## src/logic/la_pkg.sv

```systemverilog
// la_pkg
// shared widths, types, ALU op codes and the APB address map
// of the LA32R integer execution unit

package la_pkg;

    ////////////////////////////////////////
    // widths
    ////////////////////////////////////////
    typedef logic [31:0] word_t;
    typedef logic [4:0]  reg_idx_t;
    typedef logic [11:0] addr_t;
    typedef logic [3:0]  alu_op_t;
    typedef logic        src1_t;
    typedef logic        src2_t;

    localparam int NUM_REGS = 32;

    ////////////////////////////////////////
    // ALU op codes
    ////////////////////////////////////////
    // R-type codes are inst[18:15] as is
    localparam alu_op_t ALU_ADD  = 4'd0;
    // sra.w sits outside the R-type group, so it borrows an unused code
    localparam alu_op_t ALU_SRA  = 4'd1;
    localparam alu_op_t ALU_SUB  = 4'd2;
    localparam alu_op_t ALU_SLT  = 4'd4;
    localparam alu_op_t ALU_SLTU = 4'd5;
    localparam alu_op_t ALU_NOR  = 4'd8;
    localparam alu_op_t ALU_AND  = 4'd9;
    localparam alu_op_t ALU_OR   = 4'd10;
    localparam alu_op_t ALU_XOR  = 4'd11;
    localparam alu_op_t ALU_SLL  = 4'd14;
    localparam alu_op_t ALU_SRL  = 4'd15;

    // operand sources
    localparam src1_t SRC1_RF   = 1'b0;
    localparam src1_t SRC1_ZERO = 1'b1;
    localparam src2_t SRC2_RF   = 1'b0;
    localparam src2_t SRC2_IMM  = 1'b1;

    ////////////////////////////////////////
    // APB address map
    ////////////////////////////////////////
    localparam addr_t ADDR_INST    = 12'h000;
    localparam addr_t ADDR_STATUS  = 12'h004;
    localparam addr_t ADDR_RETIRED = 12'h008;
    // r(n) lives at base + 4n
    localparam addr_t ADDR_RF_BASE = 12'h080;

    // STATUS bit positions
    localparam int STATUS_BUSY    = 0;
    localparam int STATUS_INVALID = 1;

endpackage
```

## src/logic/la_uop_if.sv

```systemverilog
// la_uop_if / la_wb_if
// decode to execute uop bundle, execute to result writeback record

`timescale 1ns/1ps

interface la_uop_if;
    import la_pkg::*;

    logic     valid;
    logic     invalid;
    alu_op_t  alu_op;
    src1_t    src1;
    src2_t    src2;
    word_t    imm;
    reg_idx_t rd;
    reg_idx_t rj;
    reg_idx_t rk;

    modport uop (output valid, invalid, alu_op, src1, src2, imm, rd, rj, rk);
    modport ex  (input  valid, invalid, alu_op, src1, src2, imm, rd, rj, rk);
endinterface

interface la_wb_if;
    import la_pkg::*;

    logic     valid;
    logic     invalid;
    reg_idx_t rd;
    word_t    data;

    modport wb  (output valid, invalid, rd, data);
    modport res (input  valid, invalid, rd, data);
endinterface

```

## src/logic/la_exec_top.sv

```systemverilog
// la_exec_top
// LA32R execution unit top, APB port in front of the
// decode, execute and result stages

`timescale 1ns/1ps

module la_exec_top (
    input  logic          clk,
    input  logic          rst_n,
    input  logic          psel,
    input  logic          penable,
    input  logic          pwrite,
    input  la_pkg::addr_t paddr,
    input  la_pkg::word_t pwdata,
    output la_pkg::word_t prdata,
    output logic          pready,
    output logic          pslverr
);
    import la_pkg::*;

    logic     issue;
    word_t    inst;
    logic     done;
    logic     host_we;
    reg_idx_t host_idx;
    word_t    host_wdata;
    word_t    host_rdata;
    logic     flag_clear;
    word_t    retired;
    logic     invalid_flag;
    reg_idx_t rj_addr;
    reg_idx_t rk_addr;
    word_t    rj_data;
    word_t    rk_data;

    la_uop_if u_uop ();
    la_wb_if  u_wb ();

    la_apb_port u_apb (
        .clk          (clk),
        .rst_n        (rst_n),
        .psel         (psel),
        .penable      (penable),
        .pwrite       (pwrite),
        .paddr        (paddr),
        .pwdata       (pwdata),
        .done         (done),
        .host_rdata   (host_rdata),
        .retired      (retired),
        .invalid_flag (invalid_flag),
        .prdata       (prdata),
        .pready       (pready),
        .pslverr      (pslverr),
        .issue        (issue),
        .inst         (inst),
        .host_we      (host_we),
        .host_idx     (host_idx),
        .host_wdata   (host_wdata),
        .flag_clear   (flag_clear)
    );

    la_decode u_decode (
        .issue (issue),
        .inst  (inst),
        .uop   (u_uop.uop)
    );

    la_execute u_execute (
        .clk     (clk),
        .rst_n   (rst_n),
        .uop     (u_uop.ex),
        .rj_data (rj_data),
        .rk_data (rk_data),
        .rj_addr (rj_addr),
        .rk_addr (rk_addr),
        .wb      (u_wb.wb)
    );

    la_result u_result (
        .clk          (clk),
        .rst_n        (rst_n),
        .wb           (u_wb.res),
        .rj_addr      (rj_addr),
        .rk_addr      (rk_addr),
        .host_we      (host_we),
        .host_idx     (host_idx),
        .host_wdata   (host_wdata),
        .flag_clear   (flag_clear),
        .rj_data      (rj_data),
        .rk_data      (rk_data),
        .host_rdata   (host_rdata),
        .retired      (retired),
        .invalid_flag (invalid_flag),
        .done         (done)
    );

endmodule

```

## src/logic/la_apb_port.sv

```systemverilog
// la_apb_port
// APB slave, command register, issue strobe, busy stall,
// read mux and error response

`timescale 1ns/1ps

module la_apb_port (
    input  logic             clk,
    input  logic             rst_n,
    input  logic             psel,
    input  logic             penable,
    input  logic             pwrite,
    input  la_pkg::addr_t    paddr,
    input  la_pkg::word_t    pwdata,
    input  logic             done,
    input  la_pkg::word_t    host_rdata,
    input  la_pkg::word_t    retired,
    input  logic             invalid_flag,
    output la_pkg::word_t    prdata,
    output logic             pready,
    output logic             pslverr,
    output logic             issue,
    output la_pkg::word_t    inst,
    output logic             host_we,
    output la_pkg::reg_idx_t host_idx,
    output la_pkg::word_t    host_wdata,
    output logic             flag_clear
);
    import la_pkg::*;

    logic  busy;
    logic  hit_inst;
    logic  hit_status;
    logic  hit_retired;
    logic  hit_rf;
    logic  err;
    logic  xfer;
    logic  wr_ok;
    word_t status;

    ////////////////////////////////////////
    // address decode
    ////////////////////////////////////////
    assign hit_inst    = paddr == ADDR_INST;
    assign hit_status  = paddr == ADDR_STATUS;
    assign hit_retired = paddr == ADDR_RETIRED;
    assign hit_rf      = paddr[11:7] == ADDR_RF_BASE[11:7] && paddr[1:0] == 2'b00;
    // unmapped, or a read of the write-only command register
    assign err = !(hit_inst || hit_status || hit_retired || hit_rf) ||
                 (hit_inst && !pwrite);

    // stall every access while an instruction is in flight
    assign pready  = !busy;
    assign xfer    = psel && penable && !busy;
    assign pslverr = xfer && err;
    assign wr_ok   = xfer && pwrite && !err;

    // host side of the register file
    assign host_we    = wr_ok && hit_rf;
    assign host_idx   = paddr[6:2];
    assign host_wdata = pwdata;
    assign flag_clear = wr_ok && hit_status && pwdata[STATUS_INVALID];

    always_comb begin
        status                 = '0;
        status[STATUS_BUSY]    = busy;
        status[STATUS_INVALID] = invalid_flag;
    end

    // read mux
    always_comb begin
        prdata = '0;
        if (hit_status) begin
            prdata = status;
        end else if (hit_retired) begin
            prdata = retired;
        end else if (hit_rf) begin
            prdata = host_rdata;
        end
    end

    ////////////////////////////////////////
    // command register and busy
    ////////////////////////////////////////
    always_ff @(posedge clk) begin
        if (!rst_n) begin
            busy  <= 1'b0;
            issue <= 1'b0;
        end else begin
            issue <= wr_ok && hit_inst;
            if (wr_ok && hit_inst) begin
                busy <= 1'b1;
            end else if (done) begin
                busy <= 1'b0;
            end
        end
    end

    always_ff @(posedge clk) begin
        if (wr_ok && hit_inst) begin
            inst <= pwdata;
        end
    end

endmodule

```

## src/logic/la_result.sv

```systemverilog
// la_result
// register file with writeback, retired counter and the
// sticky invalid flag; also serves host and operand reads

`timescale 1ns/1ps

module la_result (
    input  logic             clk,
    input  logic             rst_n,
    la_wb_if.res             wb,
    input  la_pkg::reg_idx_t rj_addr,
    input  la_pkg::reg_idx_t rk_addr,
    input  logic             host_we,
    input  la_pkg::reg_idx_t host_idx,
    input  la_pkg::word_t    host_wdata,
    input  logic             flag_clear,
    output la_pkg::word_t    rj_data,
    output la_pkg::word_t    rk_data,
    output la_pkg::word_t    host_rdata,
    output la_pkg::word_t    retired,
    output logic             invalid_flag,
    output logic             done
);
    import la_pkg::*;

    word_t regs [NUM_REGS];
    logic  wb_write;

    // invalid records and r0 never land in the file
    assign wb_write = wb.valid && !wb.invalid && wb.rd != 5'd0;

    ////////////////////////////////////////
    // register file
    ////////////////////////////////////////
    always_ff @(posedge clk) begin
        if (!rst_n) begin
            for (int i = 0; i < NUM_REGS; i++) begin
                regs[i] <= '0;
            end
        end else if (wb_write) begin
            regs[wb.rd] <= wb.data;
        end else if (host_we && host_idx != 5'd0) begin
            regs[host_idx] <= host_wdata;
        end
    end

    // r0 is never written, so it reads zero
    assign rj_data    = regs[rj_addr];
    assign rk_data    = regs[rk_addr];
    assign host_rdata = regs[host_idx];

    ////////////////////////////////////////
    // retire bookkeeping
    ////////////////////////////////////////
    always_ff @(posedge clk) begin
        if (!rst_n) begin
            retired      <= '0;
            invalid_flag <= 1'b0;
            done         <= 1'b0;
        end else begin
            done <= wb.valid;
            if (flag_clear) begin
                invalid_flag <= 1'b0;
            end
            if (wb.valid && wb.invalid) begin
                invalid_flag <= 1'b1;
            end
            if (wb.valid && !wb.invalid) begin
                retired <= retired + 32'd1;
            end
        end
    end

endmodule

```

## src/logic/la_execute.sv

```systemverilog
// la_execute
// ALU stage, picks operands, computes, and registers
// one writeback record

`timescale 1ns/1ps

module la_execute (
    input  logic              clk,
    input  logic              rst_n,
    la_uop_if.ex              uop,
    input  la_pkg::word_t     rj_data,
    input  la_pkg::word_t     rk_data,
    output la_pkg::reg_idx_t  rj_addr,
    output la_pkg::reg_idx_t  rk_addr,
    la_wb_if.wb               wb
);
    import la_pkg::*;

    word_t    op1;
    word_t    op2;
    word_t    result;
    logic [4:0] shamt;

    // register file read ports
    assign rj_addr = uop.rj;
    assign rk_addr = uop.rk;

    assign op1   = (uop.src1 == SRC1_ZERO) ? '0 : rj_data;
    assign op2   = (uop.src2 == SRC2_IMM) ? uop.imm : rk_data;
    // shift amount is mod 32
    assign shamt = op2[4:0];

    ////////////////////////////////////////
    // ALU
    ////////////////////////////////////////
    always_comb begin
        case (uop.alu_op)
            ALU_ADD:  result = op1 + op2;
            ALU_SUB:  result = op1 - op2;
            ALU_SLT:  result = {31'b0, $signed(op1) < $signed(op2)};
            ALU_SLTU: result = {31'b0, op1 < op2};
            ALU_NOR:  result = ~(op1 | op2);
            ALU_AND:  result = op1 & op2;
            ALU_OR:   result = op1 | op2;
            ALU_XOR:  result = op1 ^ op2;
            ALU_SLL:  result = op1 << shamt;
            ALU_SRL:  result = op1 >> shamt;
            ALU_SRA:  result = word_t'($signed(op1) >>> shamt);
            default:  result = '0;
        endcase
    end

    ////////////////////////////////////////
    // writeback record
    ////////////////////////////////////////
    always_ff @(posedge clk) begin
        if (!rst_n) begin
            wb.valid <= 1'b0;
        end else begin
            wb.valid <= uop.valid;
        end
    end

    always_ff @(posedge clk) begin
        wb.invalid <= uop.invalid;
        wb.rd      <= uop.rd;
        wb.data    <= result;
    end

endmodule

```

## src/logic/la_decode.sv

```systemverilog
// la_decode
// combinational LA32R subset decoder, turns the issued
// instruction word into one uop

`timescale 1ns/1ps

module la_decode (
    input  logic          issue,
    input  la_pkg::word_t inst,
    la_uop_if.uop         uop
);
    import la_pkg::*;

    logic    is_alu;
    logic    is_sra;
    logic    is_alu_imm;
    logic    is_sfti;
    logic    is_lui;
    logic    op_bad;
    alu_op_t alu_op;
    word_t   imm;

    ////////////////////////////////////////
    // instruction groups
    ////////////////////////////////////////
    assign is_alu     = inst[30:19] == 12'b000000000010;
    assign is_sra     = inst[30:15] == 16'b0000000000110000;
    assign is_alu_imm = inst[30:25] == 6'b000001;
    assign is_sfti    = inst[30:20] == 11'b00000000100 && inst[17:15] == 3'b001;
    assign is_lui     = inst[30:25] == 6'b001010;

    ////////////////////////////////////////
    // ALU op selection
    ////////////////////////////////////////
    always_comb begin
        alu_op = ALU_ADD;
        op_bad = 1'b0;
        if (is_alu) begin
            alu_op = inst[18:15];
            // only the listed R-type codes exist in the subset
            case (inst[18:15])
                ALU_ADD, ALU_SUB, ALU_SLT, ALU_SLTU, ALU_NOR,
                ALU_AND, ALU_OR, ALU_XOR, ALU_SLL, ALU_SRL: op_bad = 1'b0;
                default: op_bad = 1'b1;
            endcase
        end else if (is_sra) begin
            alu_op = ALU_SRA;
        end else if (is_alu_imm) begin
            case (inst[24:22])
                3'b000: alu_op = ALU_SLT;
                3'b001: alu_op = ALU_SLTU;
                3'b010: alu_op = ALU_ADD;
                3'b101: alu_op = ALU_AND;
                3'b110: alu_op = ALU_OR;
                3'b111: alu_op = ALU_XOR;
                // addi.d, lu52i.d slots
                default: op_bad = 1'b1;
            endcase
        end else if (is_sfti) begin
            case (inst[19:18])
                2'b00:   alu_op = ALU_SLL;
                2'b01:   alu_op = ALU_SRL;
                2'b10:   alu_op = ALU_SRA;
                default: op_bad = 1'b1;
            endcase
        end
    end

    ////////////////////////////////////////
    // immediates
    ////////////////////////////////////////
    always_comb begin
        imm = '0;
        if (is_alu_imm && !inst[24]) begin
            // slti, sltui, addi.w
            imm = {{20{inst[21]}}, inst[21:10]};
        end else if (is_alu_imm) begin
            // andi, ori, xori
            imm = {20'b0, inst[21:10]};
        end else if (is_sfti) begin
            imm = {27'b0, inst[14:10]};
        end else if (is_lui) begin
            imm = {inst[24:5], 12'b0};
        end
    end

    // operand sources
    assign uop.src1 = is_lui ? SRC1_ZERO : SRC1_RF;
    assign uop.src2 = (is_alu_imm || is_sfti || is_lui) ? SRC2_IMM : SRC2_RF;

    // register fields
    // unused read ports point at r0
    assign uop.rd = inst[4:0];
    assign uop.rj = is_lui ? 5'd0 : inst[9:5];
    assign uop.rk = (is_alu || is_sra) ? inst[14:10] : 5'd0;

    assign uop.alu_op  = alu_op;
    assign uop.imm     = imm;
    assign uop.valid   = issue;
    assign uop.invalid = inst[31] || op_bad ||
                         !(is_alu || is_sra || is_alu_imm || is_sfti || is_lui);

endmodule

```

## config.mk

```make
export PLATFORM = sky130hd
export DESIGN_NAME = la_exec_top
export DESIGN_NICKNAME = d
export VERILOG_FILES = /design/src/logic/la_pkg.sv /design/src/logic/la_uop_if.sv /design/src/logic/la_exec_top.sv /design/src/logic/la_apb_port.sv /design/src/logic/la_result.sv /design/src/logic/la_execute.sv /design/src/logic/la_decode.sv
export SDC_FILE = /design/constraint.sdc
export NUM_CORES = 2
export LEC_CHECK = 0
export BUFFER_PORTS_ARGS = -buffer_cell sky130_fd_sc_hd__buf_4
export CORE_MARGIN = 8
export CORE_UTILIZATION = 57
export DETAILED_ROUTE_END_ITERATION = 12
export MAX_ROUTING_LAYER = met4
export PLACE_DENSITY_LB_ADDON = 0.12
export SLEW_MARGIN = 20
export SYNTH_ARGS = -nofsm -noshare
export SYNTH_HDL_FRONTEND = slang
export SYNTH_HIERARCHICAL = 1
export SYNTH_SLANG_ARGS = --single-unit
```

## constraint.sdc

```tcl
create_clock -name clk -period 19.4 [get_ports clk]
set_input_delay 0.97 -clock clk [delete_from_list [all_inputs] [get_ports clk]]
set_output_delay 0.97 -clock clk [all_outputs]
set_load 0.03 [all_outputs]
```

==> metrics.cfg <==
[floorplanning]
die_y_um=380
die_w_um=380
initial_utilization=0.574
core_area_um2=132000
ios=83
num_rows=133
fp.dieArea_um2=145000

[routing]
drt_wl_total_mm=316
dr.pass1.iters=8
routedWlPerCell_um=40.1
drt-vias-per-instance=7.67
drc=0
final_antenna_net_count=0
drt_iter0_drc=10300
vias=60400

[clock_tree]
postCtsHoldBufs=0
clock_path_buffers=3
cts_buffers=131
clock-sinks=1131
clk_pin_slew_ns=0.06
cts_tree=built
worst_skew_pair.late_latency_ns=0.79
root_buffer=clkbuf_16
cts_htree_levels=4
post_cts_buffers=0
cts_resized=0

[synth]
synthCells=6207
synth_area_um2=75600
synth_area_leader_cell=edfxtp_1
synth-simple-area-share=0.107
synthDistinctLibCells=105
synth-compound-area-share=0.0837
postSynthAreaPerCell_um2=12.2
dominantRegCellSynth=edfxtp_1
synthAdderAreaFrac=0.0179
yosysWarnings=6
ys_seq_elements=1131
synth_top_family_by_area=multiplexers
yosysSeqAreaShare=0.439
synthMuxAreaShare=0.294
async_flop_share=0
synth_edf_count=1056
ys_top_cells_by_area=edfxtp_1 42%, mux4_2 22%, nor2_1 6.0%
synthXorXnorAreaFrac=0.00846
synth_top_area_share=0.419

[final_layout]
nNetsFinal=6157
layout-drive-gt1-share=0.247
final_cells=7868
syn_to_final_growth_pct=8.76

[status]
status=completed

[placed_design]
port_buffers=82
dp_cells=7607
gp_congestion=1.06
dpl.hpwl_mm=203

[sta]
hold_violations=0
rsz0062_at_grt=no
max_freq_ghz=0.104
clock_skew_ns=0.0447
finalSetupViolCount=0
worst_pin_slew_ns=1.30
period_needed_ns=9.59
tns_ns=0
fin_crit_sh=0.494
slew_viol_final=0
slew_headroom=0.134

[worst_setup_path]
end_kind=flop
cp.arrival_ns=10.23
cpLargestDelayFamily=compound AO/OA/AOI/OAI gates
crit_required_ns=20.04
crit_path_top_delay_cell=a221oi_1
r2r_slack_ns=9.81
timing.rr.start=u_apb/inst[21]
cp_slowest_stage_delay_ns=0.92
path_buf_inv=3
start_kind=flop
crit_chain=nor4b_1 -> nand4_1 -> a21oi_2 -> and2_4 -> buf_12 -> buf_4 -> buf_4 -> mux4_2 -> mux2i_1 -> a221oi_1 -> mux2i_1 -> ha_1 -> nor4_1 -> nand4_1 -> or2_0 -> o22a_1 -> a21oi_2 -> a211oi_1 -> a221o_1 -> a211o_1
crit_type=reg2reg
crit_cells=20
rr_endpoint=u_execute/wb.data[27]
cp_max_fo=88
reg2reg_depth=20

[global_routing]
first_global_vias=57300
grt_pass1_wl_mm=438
grt_overflow=0
track_usage=0.435
grt_max_degree=107
antenna_found_initial=11

[pwr]
p_int_mw=4.44
swShare=0.286
comb_power_share=0.152
p_clk_frac=0.393
total_power_mw=6.21
ir_drop_mv=0.0923
leakage_nw=29.2
p_per_area_nw_per_um2=75.6
power_frac_seq=0.455
switchingPower_mw=1.78

[min_path]
min_from=u_apb/inst[0]
hold_path_class=reg2reg
hold_end=u_execute/wb.rd[0]
min_path_cells=0

[job]
maxCapViolCount=0

metrics by stage:
stage | utilization | hold slack (ns) | instance area, um^2 | setup WS (ns)
floorplan | - | 0.416 | 75700 | 12.84
global placement | 0.590 | 0.326 | 77700 | 10.11
detailed placement | 0.591 | 0.329 | 77800 | 10.03
CTS | 0.622 | 0.351 | 81900 | 9.99
global route | 0.625 | 0.362 | 82200 | 9.56
finish | 0.625 | 0.350 | 82200 | 9.81
kinds of logic (layout without fill, tap and decap cells):
kind of cell	after synthesis	count (layout)
compound gates	906	906
xor+xnor	73	73
fa+ha+maj	107	107
buf+inv	787	651
flops	1131	1131
mux	1285	1285
other cells	1	43
simple gates	1917	1917
worst max path at each step:
| stage | from | end | slack, ns |
|---|---|---|---|
| 2_1_floorplan | u_apb/inst[21] | u_execute/wb.data[27] | 12.84 |
| 3_3_place_gp | u_apb/inst[21] | u_execute/wb.data[25] | 10.11 |
| 3_5_place_dp | u_apb/inst[21] | u_execute/wb.data[18] | 10.03 |
| 4_1_cts | u_apb/inst[21] | u_execute/wb.data[18] | 9.99 |
| 5_1_grt | u_apb/inst[21] | u_execute/wb.data[0] | 9.56 |
| 6_report | u_apb/inst[21] | u_execute/wb.data[27] | 9.81 |
sequential cells by signal, summed over array words and instances (netlist names):
register	flops
u_execute/wb.rd	5
u_result/retired	32
u_result/regs	1024
u_execute/wb.invalid	1
u_result/done	1
u_apb/issue	1
u_result/invalid_flag	1
u_apb/busy	1
u_execute/wb.data	32
u_execute/wb.valid	1
u_apb/inst	32
placed cells by master (no fill, tap or decap), types with 45 or more instances in the layout:
cell type	instances
a221oi_1	115
nand2_1	314
dfxtp_1	75
a32oi_1	59
nor2b_1	45
buf_4	274
edfxtp_1	1056
inv_1	108
clkbuf_16	138
mux4_2	733
ha_1	105
mux2i_1	374
o211ai_1	66
o21ai_0	151
a21oi_1	154
o22ai_1	85
nand3_1	99
mux2_2	140
nor2_1	1196
cell type report:
type | count | area (um^2)
Fill cell | 10200 | 49400
Multi-Input combinational cell | 4320 | 39700
Sequential cell | 1131 | 33200
Clock buffer | 165 | 3530
Timing Repair Buffer | 300 | 2540
Tap cell | 1755 | 2200
Clock inverter | 69 | 626
Inverter | 117 | 445
Antenna cell | 11 | 27.5
power groups by stage:
stage          clock (mW)  combinational (mW)  sequential (mW)
2_1_floorplan           0               0.549             2.84
6_report             2.44               0.944             2.83
3_5_place_dp            0               0.881             2.88
5_1_grt              2.53               0.961             2.84
4_1_cts              2.45               0.884             2.83
3_3_place_gp            0               0.874             2.87
metal layers:
metal | track usage | wire length, um | share of wire
met1 | 0.544 | 109000 | 0.34
met2 | 0.618 | 136000 | 0.43
met3 | 0.171 | 51100 | 0.16
met4 | 0.215 | 20200 | 0.064
met5 | - | 0 | 0
Yosys cell counts (all sizes together) (9+ instances only):
cell / instances
xor2: 40
a22oi: 37
or4: 10
nor3: 37
a21oi: 158
a211oi: 32
and3: 18
o21ai: 173
a32oi: 59
inv: 116
a31oi: 16
mux4: 733
clkbuf: 253
mux2i: 411
a221o: 10
and4: 9
edfxtp: 1056
mux2: 141
o211ai: 67
buf: 417
nand2b: 17
xnor2: 33
o221ai: 15
o22ai: 85
ha: 105
nor4: 21
dfxtp: 75
nor2: 1205
nand3: 99
or3: 16
o31ai: 14
nand4: 23
and2: 26
nand2: 347
nor2b: 51
a221oi: 118
a21o: 33
(Power assumes the default switching activity.)
